## src/rtl/dma_defines.svh

```systemverilog
/*
 * DMA front end constants: widths, group layout and TCDM base
 */

`ifndef DMA_DEFINES_SVH
`define DMA_DEFINES_SVH

// Address and byte-count widths
`define DMA_ADDR_WIDTH 32
`define DMA_LEN_WIDTH 16

// Number of groups, power of two
`define DMA_NUM_GROUPS 4

// Bytes owned by one group in each interleave window, power of two
`define DMA_GROUP_WINDOW 64

// Start of the TCDM region; all destinations lie behind it
`define DMA_TCDM_BASE 32'h0000_0000

`endif
```

## src/rtl/dma_pkg.sv

```systemverilog
/*
 * DMA front end types: burst request and TCDM destination address views
 */

`include "dma_defines.svh"

package dma_pkg;

  // Burst request as it travels through the front end
  typedef struct packed {
    logic [`DMA_ADDR_WIDTH-1:0] src_addr;
    logic [`DMA_ADDR_WIDTH-1:0] dst_addr;
    logic [`DMA_LEN_WIDTH-1:0]  num_bytes;
  } dma_req_t;

  typedef logic [$clog2(`DMA_NUM_GROUPS)-1:0] group_idx_t;

  // TCDM-relative address split into interleaving fields
  typedef struct packed {
    logic [`DMA_ADDR_WIDTH-$clog2(`DMA_NUM_GROUPS)-$clog2(`DMA_GROUP_WINDOW)-1:0] row;
    group_idx_t                                                             group;
    logic [$clog2(`DMA_GROUP_WINDOW)-1:0]                                   offset;
  } dma_addr_fields_t;

  // Same word seen flat or by field
  typedef union packed {
    logic [`DMA_ADDR_WIDTH-1:0] addr;
    dma_addr_fields_t           fields;
  } dma_addr_u;

endpackage

```

## src/rtl/dma_req_if.sv

```systemverilog
/*
 * Request channel between front end stages, valid/ready handshake
 */

`timescale 1ns/1ps

interface dma_req_if;
  import dma_pkg::*;

  dma_req_t req;
  logic     valid;
  logic     ready;

  // Producer side
  modport source (
    output req,
    output valid,
    input  ready
  );

  // Consumer side
  modport sink (
    input  req,
    input  valid,
    output ready
  );

endinterface

```

## src/rtl/dma_frontend.sv

```systemverilog
/*
 * DMA front end: input cut, region splitter, group distributor and
 * one register slice per group output
 */

`timescale 1ns/1ps

`include "dma_defines.svh"

module dma_frontend (
  input  logic                                       clk_i,
  input  logic                                       reset_i,
  // Incoming burst
  input  dma_pkg::dma_req_t                          dma_req_i,
  input  logic                                       dma_req_valid_i,
  output logic                                       dma_req_ready_o,
  // Pieces towards the groups
  output dma_pkg::dma_req_t [`DMA_NUM_GROUPS-1:0]    group_req_o,
  output logic              [`DMA_NUM_GROUPS-1:0]    group_req_valid_o,
  input  logic              [`DMA_NUM_GROUPS-1:0]    group_req_ready_i,
  // Completion and status
  input  logic              [`DMA_NUM_GROUPS-1:0]    group_done_i,
  output logic                                       busy_o
);

  localparam int unsigned NumGroups = `DMA_NUM_GROUPS;

  dma_req_if req_in_if ();
  dma_req_if req_cut_if ();
  dma_req_if req_split_if ();
  dma_req_if req_group_if [NumGroups] ();
  dma_req_if req_group_q_if [NumGroups] ();

  logic                 cut_occupied;
  logic                 split_busy;
  logic                 dist_busy;
  logic [NumGroups-1:0] group_occupied;

  assign req_in_if.req   = dma_req_i;
  assign req_in_if.valid = dma_req_valid_i;
  assign dma_req_ready_o = req_in_if.ready;

  dma_spill_register i_req_cut (
    .clk_i     (clk_i       ),
    .reset_i   (reset_i     ),
    .in_req    (req_in_if   ),
    .out_req   (req_cut_if  ),
    .occupied_o(cut_occupied)
  );

  dma_region_splitter i_region_splitter (
    .clk_i  (clk_i       ),
    .reset_i(reset_i     ),
    .in_req (req_cut_if  ),
    .out_req(req_split_if),
    .busy_o (split_busy  )
  );

  dma_group_distributor i_group_distributor (
    .clk_i       (clk_i       ),
    .reset_i     (reset_i     ),
    .in_req      (req_split_if),
    .group_req   (req_group_if),
    .group_done_i(group_done_i),
    .busy_o      (dist_busy   )
  );

  for (genvar g = 0; g < NumGroups; g++) begin : gen_group_cut
    dma_spill_register i_group_cut (
      .clk_i     (clk_i            ),
      .reset_i   (reset_i          ),
      .in_req    (req_group_if[g]  ),
      .out_req   (req_group_q_if[g]),
      .occupied_o(group_occupied[g])
    );

    assign group_req_o[g]          = req_group_q_if[g].req;
    assign group_req_valid_o[g]    = req_group_q_if[g].valid;
    assign req_group_q_if[g].ready = group_req_ready_i[g];
  end

  // Outstanding pieces are covered by the distributor
  assign busy_o = cut_occupied || split_busy || dist_busy || (|group_occupied);

endmodule

```

## src/rtl/dma_group_distributor.sv

```systemverilog
/*
 * Group distributor: cuts chunks at group-window boundaries, steers each
 * piece to its owning group and counts pieces not yet reported done
 */

`timescale 1ns/1ps

`include "dma_defines.svh"

module dma_group_distributor (
  input  logic                        clk_i,
  input  logic                        reset_i,
  dma_req_if.sink                     in_req,
  dma_req_if.source                   group_req [`DMA_NUM_GROUPS],
  input  logic [`DMA_NUM_GROUPS-1:0]  group_done_i,
  output logic                        busy_o
);
  import dma_pkg::*;

  localparam int unsigned AddrWidth = `DMA_ADDR_WIDTH;
  localparam int unsigned LenWidth  = `DMA_LEN_WIDTH;
  localparam int unsigned NumGroups = `DMA_NUM_GROUPS;
  localparam int unsigned CntWidth  = 16;

  dma_req_t             cur_q;
  logic                 active_q;
  logic                 in_hs, piece_hs;
  dma_addr_u            dst_rel;
  group_idx_t           sel;
  logic [LenWidth-1:0]  to_boundary;
  logic [LenWidth-1:0]  piece_len;
  logic                 last_piece;
  logic [NumGroups-1:0] group_ready;
  logic [CntWidth-1:0]  outstanding_q;
  logic [CntWidth-1:0]  done_cnt;

  assign in_req.ready = !active_q;
  assign in_hs        = in_req.valid && !active_q;

  // Owning group and distance to its window end
  assign dst_rel.addr = cur_q.dst_addr - `DMA_TCDM_BASE;
  assign sel          = dst_rel.fields.group;
  assign to_boundary  = LenWidth'(`DMA_GROUP_WINDOW) - LenWidth'(dst_rel.fields.offset);

  always_comb begin
    if (cur_q.num_bytes <= to_boundary) begin
      piece_len  = cur_q.num_bytes;
      last_piece = 1'b1;
    end else begin
      piece_len  = to_boundary;
      last_piece = 1'b0;
    end
  end

  for (genvar g = 0; g < NumGroups; g++) begin : gen_group_out
    assign group_req[g].req = '{
      src_addr:  cur_q.src_addr,
      dst_addr:  cur_q.dst_addr,
      num_bytes: piece_len
    };
    assign group_req[g].valid = active_q && (sel == group_idx_t'(g));
    assign group_ready[g]     = group_req[g].ready;
  end

  // Waits on the selected group only, keeps per-group order
  assign piece_hs = active_q && group_ready[sel];

  always_ff @(posedge clk_i) begin
    if (reset_i) begin
      active_q <= 1'b0;
    end else if (in_hs) begin
      active_q <= (in_req.req.num_bytes != '0);
    end else if (piece_hs && last_piece) begin
      active_q <= 1'b0;
    end
  end

  always_ff @(posedge clk_i) begin
    if (in_hs) begin
      cur_q <= in_req.req;
    end else if (piece_hs) begin
      cur_q.src_addr  <= cur_q.src_addr + AddrWidth'(piece_len);
      cur_q.dst_addr  <= cur_q.dst_addr + AddrWidth'(piece_len);
      cur_q.num_bytes <= cur_q.num_bytes - piece_len;
    end
  end

  // Every done bit counts, several may arrive together
  always_comb begin
    done_cnt = '0;
    for (int unsigned g = 0; g < NumGroups; g++) begin
      done_cnt = done_cnt + CntWidth'(group_done_i[g]);
    end
  end

  always_ff @(posedge clk_i) begin
    if (reset_i) begin
      outstanding_q <= '0;
    end else begin
      outstanding_q <= outstanding_q + CntWidth'(piece_hs) - done_cnt;
    end
  end

  assign busy_o = active_q || (outstanding_q != '0);

endmodule

```

## src/rtl/dma_region_splitter.sv

```systemverilog
/*
 * Region splitter: cuts a burst into chunks that never cross
 * an interleave window, the span of all groups together
 */

`timescale 1ns/1ps

`include "dma_defines.svh"

module dma_region_splitter (
  input  logic      clk_i,
  input  logic      reset_i,
  dma_req_if.sink   in_req,
  dma_req_if.source out_req,
  output logic      busy_o
);
  import dma_pkg::*;

  localparam int unsigned AddrWidth   = `DMA_ADDR_WIDTH;
  localparam int unsigned LenWidth    = `DMA_LEN_WIDTH;
  localparam int unsigned WindowBytes = `DMA_NUM_GROUPS * `DMA_GROUP_WINDOW;
  localparam int unsigned WindowBits  = $clog2(WindowBytes);

  dma_req_t             cur_q;
  logic                 active_q;
  logic                 in_hs, out_hs;
  logic [AddrWidth-1:0] dst_rel;
  logic [LenWidth-1:0]  to_boundary;
  logic [LenWidth-1:0]  chunk_len;
  logic                 last_chunk;

  // New burst only once the previous one is fully split
  assign in_req.ready = !active_q;
  assign in_hs        = in_req.valid && !active_q;
  assign out_hs       = active_q && out_req.ready;

  assign dst_rel     = cur_q.dst_addr - `DMA_TCDM_BASE;
  assign to_boundary = LenWidth'(WindowBytes) - LenWidth'(dst_rel[WindowBits-1:0]);

  always_comb begin
    if (cur_q.num_bytes <= to_boundary) begin
      chunk_len  = cur_q.num_bytes; // Burst ends inside this window
      last_chunk = 1'b1;
    end else begin
      chunk_len  = to_boundary;
      last_chunk = 1'b0;
    end
  end

  always_ff @(posedge clk_i) begin
    if (reset_i) begin
      active_q <= 1'b0;
    end else if (in_hs) begin
      active_q <= (in_req.req.num_bytes != '0); // Empty bursts are dropped here
    end else if (out_hs && last_chunk) begin
      active_q <= 1'b0;
    end
  end

  // Remaining part of the burst
  always_ff @(posedge clk_i) begin
    if (in_hs) begin
      cur_q <= in_req.req;
    end else if (out_hs) begin
      cur_q.src_addr  <= cur_q.src_addr + AddrWidth'(chunk_len);
      cur_q.dst_addr  <= cur_q.dst_addr + AddrWidth'(chunk_len);
      cur_q.num_bytes <= cur_q.num_bytes - chunk_len;
    end
  end

  assign out_req.valid = active_q;
  assign out_req.req   = '{
    src_addr:  cur_q.src_addr,
    dst_addr:  cur_q.dst_addr,
    num_bytes: chunk_len
  };

  assign busy_o = active_q;

endmodule

```

## src/rtl/dma_spill_register.sv

```systemverilog
/*
 * Two-entry register slice; ready comes from flops only
 */

`timescale 1ns/1ps

module dma_spill_register (
  input  logic      clk_i,
  input  logic      reset_i,
  dma_req_if.sink   in_req,
  dma_req_if.source out_req,
  output logic      occupied_o
);
  import dma_pkg::*;

  dma_req_t a_data_q, b_data_q;
  logic     a_full_q, b_full_q;
  logic     has_space;
  logic     a_fill, a_drain;
  logic     b_fill, b_drain;

  assign has_space = !a_full_q || !b_full_q;
  assign in_req.ready = has_space;

  assign a_fill  = in_req.valid && has_space;
  assign a_drain = a_full_q && !b_full_q; // A empties into output or B
  assign b_fill  = a_drain && !out_req.ready;
  assign b_drain = b_full_q && out_req.ready;

  always_ff @(posedge clk_i) begin
    if (reset_i) begin
      a_full_q <= 1'b0;
      b_full_q <= 1'b0;
    end else begin
      a_full_q <= a_fill || (a_full_q && !a_drain);
      b_full_q <= b_fill || (b_full_q && !b_drain);
    end
  end

  always_ff @(posedge clk_i) begin
    if (a_fill) begin
      a_data_q <= in_req.req;
    end
    if (b_fill) begin
      b_data_q <= a_data_q;
    end
  end

  // B always holds the older entry
  assign out_req.valid = a_full_q || b_full_q;
  assign out_req.req   = b_full_q ? b_data_q : a_data_q;

  assign occupied_o = a_full_q || b_full_q;

endmodule

```

## config.mk

```make
export PLATFORM = sky130hd
export DESIGN_NAME = dma_frontend
export DESIGN_NICKNAME = d
export VERILOG_FILES = /design/src/rtl/dma_pkg.sv /design/src/rtl/dma_req_if.sv /design/src/rtl/dma_frontend.sv /design/src/rtl/dma_group_distributor.sv /design/src/rtl/dma_region_splitter.sv /design/src/rtl/dma_spill_register.sv
export VERILOG_INCLUDE_DIRS = /design/src /design/src/rtl
export SDC_FILE = /design/constraint.sdc
export NUM_CORES = 1
export LEC_CHECK = 0
export BUFFER_PORTS_ARGS = -buffer_cell sky130_fd_sc_hd__buf_2
export CAP_MARGIN = 20
export CORE_MARGIN = 10
export CORE_UTILIZATION = 25
export CTS_BUF_LIST = sky130_fd_sc_hd__clkbuf_4 sky130_fd_sc_hd__clkbuf_8
export DETAILED_ROUTE_END_ITERATION = 10
export PLACE_DENSITY = 0.46
export SLEW_MARGIN = 20
export SYNTH_ARGS = -nofsm -noshare
export SYNTH_HDL_FRONTEND = slang
export SYNTH_SLANG_ARGS = --single-unit
export TNS_END_PERCENT = 30
```

## constraint.sdc

```tcl
create_clock -name clk_i -period 10.1 [get_ports clk_i]
set_input_delay 0 -clock clk_i [delete_from_list [all_inputs] [get_ports clk_i]]
set_output_delay 0 -clock clk_i [all_outputs]
set_load 0.005 [all_outputs]
```

== Yosys cells after proc, flatten, opt, wreduce, memory -nomap -nowiden ==
Cells that the tools add are included.

* Add/subtract/negate cells: 13
* Multiply operators: 0
* Divide/modulo/power cells: 0
* $lt $le $gt $ge: 3
* Equality and inequality tests: 3
* Shift operators: 0
* Muxes and demuxes: 19
* Bitwise operators: 0
* Reductions and logical operators: 98

{| class="wikitable"
|+ Operators by type and width
! kind !! number
|-
| 2-to-1 mux 80 bit || 9
|-
| adder 32 x 16 -> 32 bit || 4
|-
| adder 16 x 1 -> 16 bit || 3
|-
| nonzero test 16 bit || 3
|-
| subtractor 16 bit || 3
|-
| logical AND 1 bit || 39
|-
| less-or-equal comparator 16 bit || 2
|-
| 2-to-1 mux 16 bit || 2
|-
| zero test 1 bit || 26
|-
| logical OR 1 bit || 24
|-
| subtractor 9 x 8 -> 10 bit, first input constant || 1
|-
| nonzero test 2 bit || 4
|-
| subtractor 7 x 6 -> 8 bit, first input constant || 1
|-
| 2-to-1 mux 1 bit || 7
|-
| == test 2 bit, second input constant || 2
|-
| OR reduction 4 bit || 1
|-
| < comparator 2 x 3 -> 1 bit, second input constant || 1
|-
| adder 1 x 1 -> 2 bit || 1
|-
| binary-select mux 1 bit (select 2 bit) || 1
|-
| == test 2 x 1 -> 1 bit, second input constant || 1
|-
| zero test 2 bit || 1
|}

* Flip-flop bits (word level): 988
* Bits in latches: 0
* RAM bits: 0
* ROM bits: 0
* Input bits: 91
* Output and inout bits: 326
* Memories: 0

== Logic depth before layout (Yosys ltp) ==
Gate-level depths: netlist (run 1).

* Depth after elaboration: 8
* Mapped depth: 23
* Gate-level depth less buffers: 22

== Modules after synthesis ==
A second synthesis (run 1) with hierarchy kept.

* Cells, all modules: 3,246
* Area, all modules: 47,605.7 µm²

{| class="wikitable"
|+ Modules (own cells, without submodules)
! module !! times used !! cells each !! area an instance (µm²) !! seq. area each (µm²)
|-
| dma_spill_register || 5 || 259 || 6,092.1 || 4,844.6
|-
| dma_group_distributor || 1 || 1,172 || 10,118.5 || 2,742.6
|-
| dma_region_splitter || 1 || 772 || 6,981.7 || 2,422.3
|-
| dma_frontend || 1 || 7 || 45.0 || 0.0
|}

== Least setup slack after synthesis (run 1) ==
OpenSTA, ideal clock, no wires.

* Kind: register -> register
* Start: register gen_group_cut[0].i_group_cut.b_full_q
* End: register gen_group_cut[0].i_group_cut.b_data_q[0] in the netlist's numbering, enable pin
* Data arrival time: 6,624 ps
* Data required time: 9,467 ps
* Slack: 2,843 ps
* Cell stages (with the launch flop): 4
* Clock period less this slack: 7,257 ps
* Cell sequence: dfxtp_1 clkbuf_1 clkbuf_1 nor3b_1

* Longest elaborated chain between the ends: 3

{| class="wikitable"
|+ Ends and longest elaborated chain
! element !! RTL line !! RTL
|-
| from (decl) || dma_spill_register.sv:17 || <nowiki>logic a_full_q, b_full_q;</nowiki>
|-
| from (signal assigned) || dma_spill_register.sv:36 || <nowiki>b_full_q <= b_fill || (b_full_q && !b_drain);</nowiki>
|-
| zero test 1 bit || dma_spill_register.sv:26 || <nowiki>assign a_drain = a_full_q && !b_full_q;</nowiki>
|-
| logical AND 1 bit || dma_spill_register.sv:26 ||
|-
| logical AND 1 bit || dma_spill_register.sv:27 || <nowiki>assign b_fill = a_drain && !out_req.ready;</nowiki>
|-
| net gen_group_cut[0].i_group_cut.b_fill || dma_spill_register.sv:20 || <nowiki>logic b_fill, b_drain;</nowiki>
|-
| to (signal assigned) || dma_spill_register.sv:45 || <nowiki>b_data_q <= a_data_q;</nowiki>
|-
| to (decl) || dma_spill_register.sv:16 || <nowiki>dma_req_t a_data_q, b_data_q;</nowiki>
|}

The timed path passes the listed nets, and every way through them passes these cells.
A chain may end at the register's enable or synchronous reset.

== Worst setup path in the final report (run 1) ==
* Start: register i_group_distributor.cur_q (netlist bit i_group_distributor.group_req[0].req[19])
* End: register i_group_distributor.cur_q (netlist bit i_group_distributor.group_req[0].req[44]) (data pin)

* Longest elaborated chain between the ends: 6

{| class="wikitable"
|+ Ends and longest elaborated chain
! element !! RTL line !! RTL
|-
| from (decl) || dma_group_distributor.sv:25 || <nowiki>dma_req_t cur_q;</nowiki>
|-
| from (signal assigned) || dma_group_distributor.sv:80 || <nowiki>cur_q <= in_req.req;</nowiki>
|-
| subtractor 7 x 6 -> 8 bit || dma_group_distributor.sv:43 || <nowiki>assign to_boundary = LenWidth'(`DMA_GROUP_WINDOW) - LenWidth'(dst_rel.fields.offset);</nowiki>
|-
| less-or-equal comparator 16 bit || dma_group_distributor.sv:46 || <nowiki>if (cur_q.num_bytes <= to_boundary) begin</nowiki>
|-
| 2-to-1 mux 16 bit || dma_group_distributor.sv:46 ||
|-
| net gen_group_cut[0].i_group_cut.in_req.req[0] || dma_req_if.sv:23 || <nowiki>input req,</nowiki>
|-
| adder 32 x 16 -> 32 bit || dma_group_distributor.sv:83 || <nowiki>cur_q.dst_addr <= cur_q.dst_addr + AddrWidth'(piece_len);</nowiki>
|-
| 2-to-1 mux 80 bit || dma_group_distributor.sv:81 || <nowiki>end else if (piece_hs) begin</nowiki>
|-
| 2-to-1 mux 80 bit || dma_group_distributor.sv:79 || <nowiki>if (in_hs) begin</nowiki>
|}

The timed path passes the listed nets, and every way through them passes these cells. The select of a mux whose other input is x is not followed.

==> results of run 1 <==
-- worst max-delay path, cell delays in order, from the launching register on --
cell                       delay [ns]
sky130_fd_sc_hd__edfxtp_1        0.51
sky130_fd_sc_hd__nor3_1          0.27
sky130_fd_sc_hd__nand3_1         0.12
sky130_fd_sc_hd__xor2_1          0.17
sky130_fd_sc_hd__inv_1           0.07
sky130_fd_sc_hd__ha_1            0.30
sky130_fd_sc_hd__a21o_1          0.19
sky130_fd_sc_hd__a211o_1         0.30
sky130_fd_sc_hd__a211oi_1        0.26
sky130_fd_sc_hd__o211ai_1        0.41
sky130_fd_sc_hd__o21ai_0         0.85
sky130_fd_sc_hd__ha_1            0.35
sky130_fd_sc_hd__inv_1           0.08
sky130_fd_sc_hd__fa_1            0.45
sky130_fd_sc_hd__nand2b_1        0.20
sky130_fd_sc_hd__a211oi_1        0.35
sky130_fd_sc_hd__o21ai_1         0.23
sky130_fd_sc_hd__o211a_1         0.37
sky130_fd_sc_hd__nor4_1          0.35
sky130_fd_sc_hd__xnor2_1         0.16
sky130_fd_sc_hd__o21ai_1         0.07
-- kinds of logic after synthesis --
group | Yosys count | share of synthesized area (%)
buf+inv | 200 | 1.792
compound gates | 515 | 7.652
mux | 382 | 9.872
other cells | 1 | 0.008690
simple gates | 511 | 5.865
flops | 988 | 68.10
xor+xnor | 132 | 2.679
fa+ha+maj | 133 | 4.030
-- metal layers --
layer / up-vias / GRT usage [%] / wire [um] / part of all wire [%]
met4: 2 / 4.701 / 4084 / 3.2
met1: 12890 / 17.45 / 59250 / 46
met2: 629 / 21.06 / 59260 / 46
li1: 12490 / - / - / -
met5: - / 0 / 13 / 0.010
met3: 199 / 2.984 / 6103 / 4.7
-- final timing paths --
path                                                    to  slack [ns]  depth (start not counted)                                     start
setup / recovery  i_group_distributor.group_req[0].req[44]        3.77                         20  i_group_distributor.group_req[0].req[19]
hold / removal        i_group_distributor.outstanding_q[1]        0.12                          6                           group_done_i[2]
setup reg to reg  i_group_distributor.group_req[0].req[44]        3.77                         20  i_group_distributor.group_req[0].req[19]
hold reg to reg                     i_req_cut.b_data_q[71]        0.40                          0                    i_req_cut.a_data_q[71]
-- what timing repair did --
item,CTS,global route
hold endpoints to repair,330,0
hold buffers,177,0
resized for setup,0,0
-- power groups by stage --
stage	sequential, uW	combinational (uW)	clock [uW]
floorplan	5430	2490	0
global placement	5650	3320	0
detailed placement	5660	3320	0
CTS	5580	3400	3850
global route	5620	3830	4020
finish	5560	3390	3680
-- stage by stage --
step | instances | cell area (sq um) | util (%) | total power, uW
after CTS | 6075 | 53520 | 31.20 | 12820
after global routing | 6078 | 53530 | 31.20 | 13470
final | 6082 | 53540 | 31.21 | 12630
after global placement | 5585 | 48340 | 28.18 | 8970
after detailed placement | 5585 | 48350 | 28.19 | 8977
after floorplan | 2929 | 43410 | - | 7921
-- synth_stat cells, drive strengths merged (22+ instances only) --
library cell	number	area, sq um
a211oi	67	503.0
a21o	35	262.8
a21oi	149	745.7
a31oi	25	162.6
clkbuf	82	307.8
dfxtp	28	560.5
edfxtp	960	28830
ha	123	1539
inv	98	367.9
mux2	339	3817
mux2i	42	420.4
nand2	132	495.5
nand2b	22	137.6
nand3	32	165.2
nor2	121	454.2
nor2b	54	337.8
nor3	46	230.2
o21a	24	180.2
o21ai	120	600.6
xnor2	73	639.4
xor2	59	516.8
-- area by class of cell --
| cell class | count | area share [%] |
|---|---|---|
| Clock inverter | 75 | 0.9769 |
| Sequential cell | 988 | 54.93 |
| Timing Repair Buffer | 625 | 7.647 |
| Clock buffer | 238 | 5.359 |
| Tap cell | 2310 | 5.399 |
| Inverter | 98 | 0.6871 |
| Antenna cell | 7 | 0.03272 |
| Multi-Input combinational cell | 1741 | 24.97 |
-- sequential cells by signal, summed over array words and instances (netlist names), 4 cells and up --
name	count
i_region_splitter.out_req.req	64
i_group_distributor.cur_q	16
gen_group_cut.i_group_cut.b_full_q	4
i_group_distributor.group_req.req	64
i_req_cut.a_data_q	80
gen_group_cut.i_group_cut.b_data_q	320
gen_group_cut.i_group_cut.a_full_q	4
i_group_distributor.outstanding_q	16
i_req_cut.b_data_q	80
i_region_splitter.cur_q	16
gen_group_cut.i_group_cut.a_data_q	320
==> summary.md, run 1 <==
| Metric | Value |
|---|---|
| Vias post-DR | ~26000 |
| Post-placement worst setup slack | slightly below 4 ns |
| Power density over the cells | 235.9 nW/um^2 |
| Highest attainable clock frequency | 157.9 MHz |
| Wire length of the first global-routing pass | around 190000 um |
| Final Hold Vio Count | 0 |
| Fillcell total | approximately 17000 |
| Later-pin clock latency in the skew report | 0.92 ns |
| Clock Pin Slew Worst Setup and Hold Paths | 0.06 ns |
| Pin count of the biggest net entering global routing | 76 |
| Proportion of layout cells with a drive suffix above 1 | between 20% and 30% |
| Nets | 3851 |
| Bufs on Longest Clock Path | 3 |
| Avg Cell Area, Syn | 15.08 sq um |
| Drt total wl | 128700 um |
| Number of buffers inserted during clock tree synthesis | 173 |
| Synth Cell Area | 43150 sq um |
| Post-route fraction of the period consumed by the critical path | 62.71% |
| Startpoint-to-endpoint class of the critical path | register to register |
| I/O pin count | approximately 420 |
| Number of design-rule violations left by the first detailed-router iteration | about 1700 |
| Flip-flop and latch count after synthesis | 988 |
| Multi-input logic area | 13370 sq um |
| Global Route Usage Sum | 13.18% |
| Post-route DRC violation count | 0 |
| Die X | 435.5 um |
| RSZ-0062 raised after global routing | no |
| TritonCTS clock tree | yes |
| Clock root cell | sky130_fd_sc_hd__clkbuf_8 |
| Area of the die | 189600 sq um |
| Transition time at the pin with the least slew margin | 1.099 ns |
| Sequential share of power | 44.0% |
| Critical path capture point type | register |
| Outcome | complete, no violations |
| Syn Inst Count | ~2900 |
| Share of flip-flops with an asynchronous set or reset after synthesis | 0% |
| Number of port buffers | 416 |
| Core ar. | about 170000 sq um |
| Final antenna-violating net count | 0 |
| Worst-case clock skew | 0.05481 ns |
| Finish-stage setup viols | 0 |
| Maximum fanout along the worst path | 9 |
| Number of global-route vias before repair | 26810 |
| H-tree depth reported by CTS | 4 |
| Starting density of the core | 25.16% |
| Height of the die | 435.5 um |
| Crit path launch type | register |
| Routed WL per cell | 21.16 um |
| Fin Setup TNS | 0 ns |
| CTS Sinks | 988 |
| Number of maximum-capacitance violations | 0 |
| Yosys warns | 0 |
| Number of iterations in the first detailed-routing pass | 5 |
| Number of max-slew violations in the final report | 0 |
| Worst min-delay path category | input port to register |
| Relative area change from synthesis to final layout | 24.06% |
| Final critical-path required period | 6.334 ns |
| DPL Wire Length | around 90000 um |
| Peak supply drop | 0.0001306 V |
| Prevailing post-synth register cell | sky130_fd_sc_hd__edfxtp_1 |
| Switch share | 32.73% |
| Power spent charging and discharging nets | 4134 uW |
| Initial antenna violation count | 11 |
| Required time worst endpoint | roughly 11 ns |
| Worst slew margin relative to its limit | a little over a quarter |
| Most common cell after layout, fill and taps aside | sky130_fd_sc_hd__edfxtp_1 |
| Number of distinct standard cells referenced by the synthesized netlist | 76 |
| Minimum hold slack | around 0.12 ns |
| Post-synth EDFFs | 960 |
| Routed via count divided by cell count | between 4 and 5 |
| Leakage power | between 0.015 and 0.02 uW |
| Internal Pwr Total | 8496 uW |
| Setup Fix Bufs, Post-CTS | 0 |
| Combinational cell fraction of total power | about 27% |
| Part of the power in the clock network | 29.1% |
| Row cnt | 152 |
| Placer Congestion | 0.8048 |
| Area used by sequential logic in the layout | 29410 sq um |
| Register area share after synthesis | 68.10% |
| Crit path arrival time | between 6 and 7 ns |
| Global route overflow | 0 |
| Worst-case setup margin in the final layout | approximately 3.8 ns |
| Leading cell types in the layout, fill and taps excluded | sky130_fd_sc_hd__edfxtp_1, sky130_fd_sc_hd__buf_2, sky130_fd_sc_hd__mux2_2 |
(Power assumes the default switching activity.)
==> run 2: changes to the inputs <==
--- a/config.mk
+++ b/config.mk
@@ -12,7 +12,7 @@
 export CORE_UTILIZATION = 25
 export CTS_BUF_LIST = sky130_fd_sc_hd__clkbuf_4 sky130_fd_sc_hd__clkbuf_8
 export DETAILED_ROUTE_END_ITERATION = 10
-export PLACE_DENSITY = 0.46
+export PLACE_DENSITY = 0.48
 export SLEW_MARGIN = 20
 export SYNTH_ARGS = -nofsm -noshare
 export SYNTH_HDL_FRONTEND = slang
==> constraint.sdc (replaced) <==
create_clock -name clk_i -period 5.21 [get_ports clk_i]
set_input_delay 0 -clock clk_i [delete_from_list [all_inputs] [get_ports clk_i]]
set_output_delay 0 -clock clk_i [all_outputs]
set_load 0.005 [all_outputs]
==> summary.md, run 2 (synthesis gave the netlist of run 1 again) <==
| Metric | Value |
|---|---|
| Post-route DRC violation count | 0 (unchanged) |
| Power density over the cells | 465.4 nW/um^2 (was 235.9 nW/um^2) |
| Most common cell after layout, fill and taps aside | sky130_fd_sc_hd__edfxtp_1 (unchanged) |
| Proportion of layout cells with a drive suffix above 1 | 32.06% (was 29.22%) |
| Pin count of the biggest net entering global routing | 79 (was 76) |
| Vias post-DR | 26640 (was 26200) |
| Core ar. | 171500 sq um (unchanged) |
| Reg-to-reg critical path startpoint | i_region_splitter.out_req.req[18] (was i_group_distributor.group_req[0].req[19]) |
| Fin Setup TNS | 0 ns (unchanged) |
| Routed WL per cell | 21.01 um (was 21.16 um) |
| Number of maximum-capacitance violations | 0 (unchanged) |
| Die X | 435.5 um (unchanged) |
| Placer Congestion | 0.8199 (was 0.8048) |
| DPL Wire Length | 89480 um (was 89500 um) |
| Total cell area at the placement stage | 48960 sq um (was 48350 sq um) |
| Starting density of the core | 25.16% (unchanged) |
| Initial antenna violation count | 9 (was 11) |
| Power spent charging and discharging nets | 8249 uW (was 4134 uW) |
| Relative area change from synthesis to final layout | 26.47% (was 24.06%) |
| Bufs on Longest Clock Path | 3 (unchanged) |
| Height of the die | 435.5 um (unchanged) |
| Internal Pwr Total | 17150 uW (was 8496 uW) |
| Outcome | complete, no violations (unchanged) |
| Critical path capture point type | register (unchanged) |
| Leakage power | 0.01920 uW (was 0.01874 uW) |
| Terminating pin of the worst hold path | gen_group_cut[2].i_group_cut.b_data_q[76] (was i_group_distributor.outstanding_q[1]) |
| Worst-case clock skew | 0.06051 ns (was 0.05481 ns) |
| Crit path arrival time | 5.62 ns (was 6.95 ns) |
| Clock root cell | sky130_fd_sc_hd__clkbuf_8 (unchanged) |
| Maximum fanout along the worst path | 8 (was 9) |
| CTS Sinks | 988 (unchanged) |
| Setup slack of the most critical reg-to-reg path | 0.22 ns (was 3.77 ns) |
| Highest attainable clock frequency | 200.5 MHz (was 157.9 MHz) |
| Drt total wl | 129400 um (was 128700 um) |
| Global route overflow | 0 (unchanged) |
| Post-route fraction of the period consumed by the critical path | 95.71% (was 62.71%) |
| RSZ-0062 raised after global routing | yes (was no) |
| Wire length of the first global-routing pass | 189100 um (was 187600 um) |
| Number of buffers inserted during clock tree synthesis | 175 (was 173) |
| Crit path launch type | register (unchanged) |
| Nets | 3941 (was 3851) |
| Area of the die | 189600 sq um (unchanged) |
| Switch share | 32.48% (was 32.73%) |
| Leading cell types in the layout, fill and taps excluded | sky130_fd_sc_hd__edfxtp_1, sky130_fd_sc_hd__buf_2, sky130_fd_sc_hd__mux2_2 (unchanged) |
| Final antenna-violating net count | 0 (unchanged) |
| Startpoint-to-endpoint class of the critical path | register to register (unchanged) |
| Required time worst endpoint | 5.84 ns (was 10.72 ns) |
| Final Hold Vio Count | 0 (unchanged) |
| Minimum hold slack | 0.1570 ns (was 0.1189 ns) |
| I/O pin count | 417 (unchanged) |
| TritonCTS clock tree | yes (unchanged) |
| Peak supply drop | 0.0002108 V (was 0.0001306 V) |
| Crit Reg-Reg Endpoint | i_region_splitter.cur_q[14] (was i_group_distributor.group_req[0].req[44]) |
| Series of cell instances along the critical path | nor4_2 > nor2b_2 > nand2_1 > xor2_1 > inv_1 > ha_4 > nand4_1 > o31ai_2 > a211o_1 > o211a_1 > buf_6 > mux2i_2 > buf_4 > inv_1 > ha_1 > or4_1 > or3_1 > a31oi_1 > xnor2_1 > o21ai_1 (was nor3_1 > nand3_1 > xor2_1 > inv_1 > ha_1 > a21o_1 > a211o_1 > a211oi_1 > o211ai_1 > o21ai_0 > ha_1 > inv_1 > fa_1 > nand2b_1 > a211oi_1 > o21ai_1 > o211a_1 > nor4_1 > xnor2_1 > o21ai_1) |
| Global Route Usage Sum | 13.26% (was 13.18%) |
| Hold path cells | 3 (was 6) |
| Combinational cell fraction of total power | 29.3% (was 26.8%) |
| Transition time at the pin with the least slew margin | 1.075 ns (was 1.099 ns) |
| Later-pin clock latency in the skew report | 0.90 ns (was 0.92 ns) |
| Final critical-path required period | 4.987 ns (was 6.334 ns) |
| Worst slew margin relative to its limit | 28.27% (was 26.71%) |
| Routed via count divided by cell count | 4.327 (was 4.308) |
| Sequential share of power | 42.1% (was 44.0%) |
| First element of the critical path | i_region_splitter.out_req.req[18] (was i_group_distributor.group_req[0].req[19]) |
| H-tree depth reported by CTS | 4 (unchanged) |
| Worst min-delay path category | input port to register (unchanged) |
| Slowest stage cell on the critical path | sky130_fd_sc_hd__or4_1 (was sky130_fd_sc_hd__o21ai_0) |
| Post-route cell area | 54580 sq um (was 53540 sq um) |
| Startpoint of the most critical hold path | group_req_ready_i[2] (was group_done_i[2]) |
| Number of global-route vias before repair | 27560 (was 26810) |
| Part of the power in the clock network | 28.6% (was 29.1%) |
| Finish-stage setup viols | 0 (unchanged) |
| Worst Reg2Reg Path Length in Cells | 20 (unchanged) |
| CP max stage delay | 0.60 ns (was 0.85 ns) |
| Row cnt | 152 (unchanged) |
| Number of port buffers | 416 (unchanged) |
| Cell repeated most along the worst path | sky130_fd_sc_hd__inv_1 |
| Number of max-slew violations in the final report | 0 (unchanged) |
| Number of iterations in the first detailed-routing pass | 5 (unchanged) |
| Clock Pin Slew Worst Setup and Hold Paths | 0.06 ns (about the same) |
| Largest registers | gen_group_cut.i_group_cut.a_data_q (320), gen_group_cut.i_group_cut.b_data_q (320) (unchanged) |
| Number of design-rule violations left by the first detailed-router iteration | 1743 (was 1737) |
-- run 2: cell count changes in the layout (fill, tap and decap cells not counted), moves of 6 or more --
cell	before	now
sky130_fd_sc_hd__clkinvlp_4	3	9
sky130_fd_sc_hd__clkbuf_4	65	45
sky130_fd_sc_hd__ha_1	123	114
sky130_fd_sc_hd__buf_4	32	115
sky130_fd_sc_hd__a211oi_1	67	58
sky130_fd_sc_hd__clkbuf_8	173	182
sky130_fd_sc_hd__a211oi_2	0	9
-- run 2: repair_timing --
action,in CTS,in global routing
resized for setup,1,58
endpoints found under the hold margin,439,0
pin swaps,0,25
setup buffers,0,13
hold buffers,177,0
endpoints found under the setup margin,1,83
-- run 2: worst max-delay path by stage --
stage / slack [ns] / to / depth (start not counted)
detailed placement: 0.06 / i_region_splitter.out_req.req[32] / 22
finish: 0.22 / i_region_splitter.cur_q[14] / 20
CTS: 0.01 / i_group_distributor.group_req[0].req[74] / 23
floorplan: -2.05 / gen_group_cut[1].i_group_cut.b_data_q[0] / 3
global route: -0.10 / i_region_splitter.out_req.req[76] / 23
global placement: 0.13 / i_region_splitter.out_req.req[32] / 22
-- run 2: power by group through the flow --
stage               sequential [uW]  clock, uW  combinational [uW]
finish                        10700       7260                7440
global route                  10800       7910                8360
CTS                           10700       7560                7160
detailed placement            10900          0                7010
global placement              10800          0                6990
floorplan                     10500          0                4840
-- run 2: critical path, delay by kind of cell, from the launching register on --
family	cells	cell delay (ns)
adders and majority gates	2	0.54
muxes	1	0.31
DFF	1	0.40
and+or+nand+nor	6	1.62
buffers and inverters	4	0.56
AOI/OAI and AO/OA	5	0.93
xor gates and xnor gates	2	0.36
-- run 2: per-stage QoR --
| step | total power, uW | setup WS, ns | utilization [%] | std cells |
|---|---|---|---|---|
| floorplan | 15350 | -2.046 | - | 2929 |
| global placement | 17820 | 0.1260 | 28.54 | 5660 |
| detailed placement | 17860 | 0.05963 | 28.54 | 5660 |
| CTS | 25410 | 0.01072 | 31.59 | 6140 |
| global route | 27060 | -0.1029 | 31.81 | 6154 |
| finish | 25400 | 0.2234 | 31.82 | 6158 |
-- run 2: cell type report --
class	count	area [sq um]
Sequential cell	988	29410
Clock buffer	227	2843
Tap cell	2310	2890
Multi-Input combinational cell	1741	13640
Antenna cell	5	12.51
Inverter	98	367.9
Clock inverter	76	614.3
Timing Repair Buffer	713	4800
Fill cell	17270	117000
-- run 2: metal layers --
metal	part of all wire, %	global-route usage (%)
met1	45	16.90
met3	3.8	2.664
met2	48	22.17
met5	0.032	0
met4	3.2	4.874
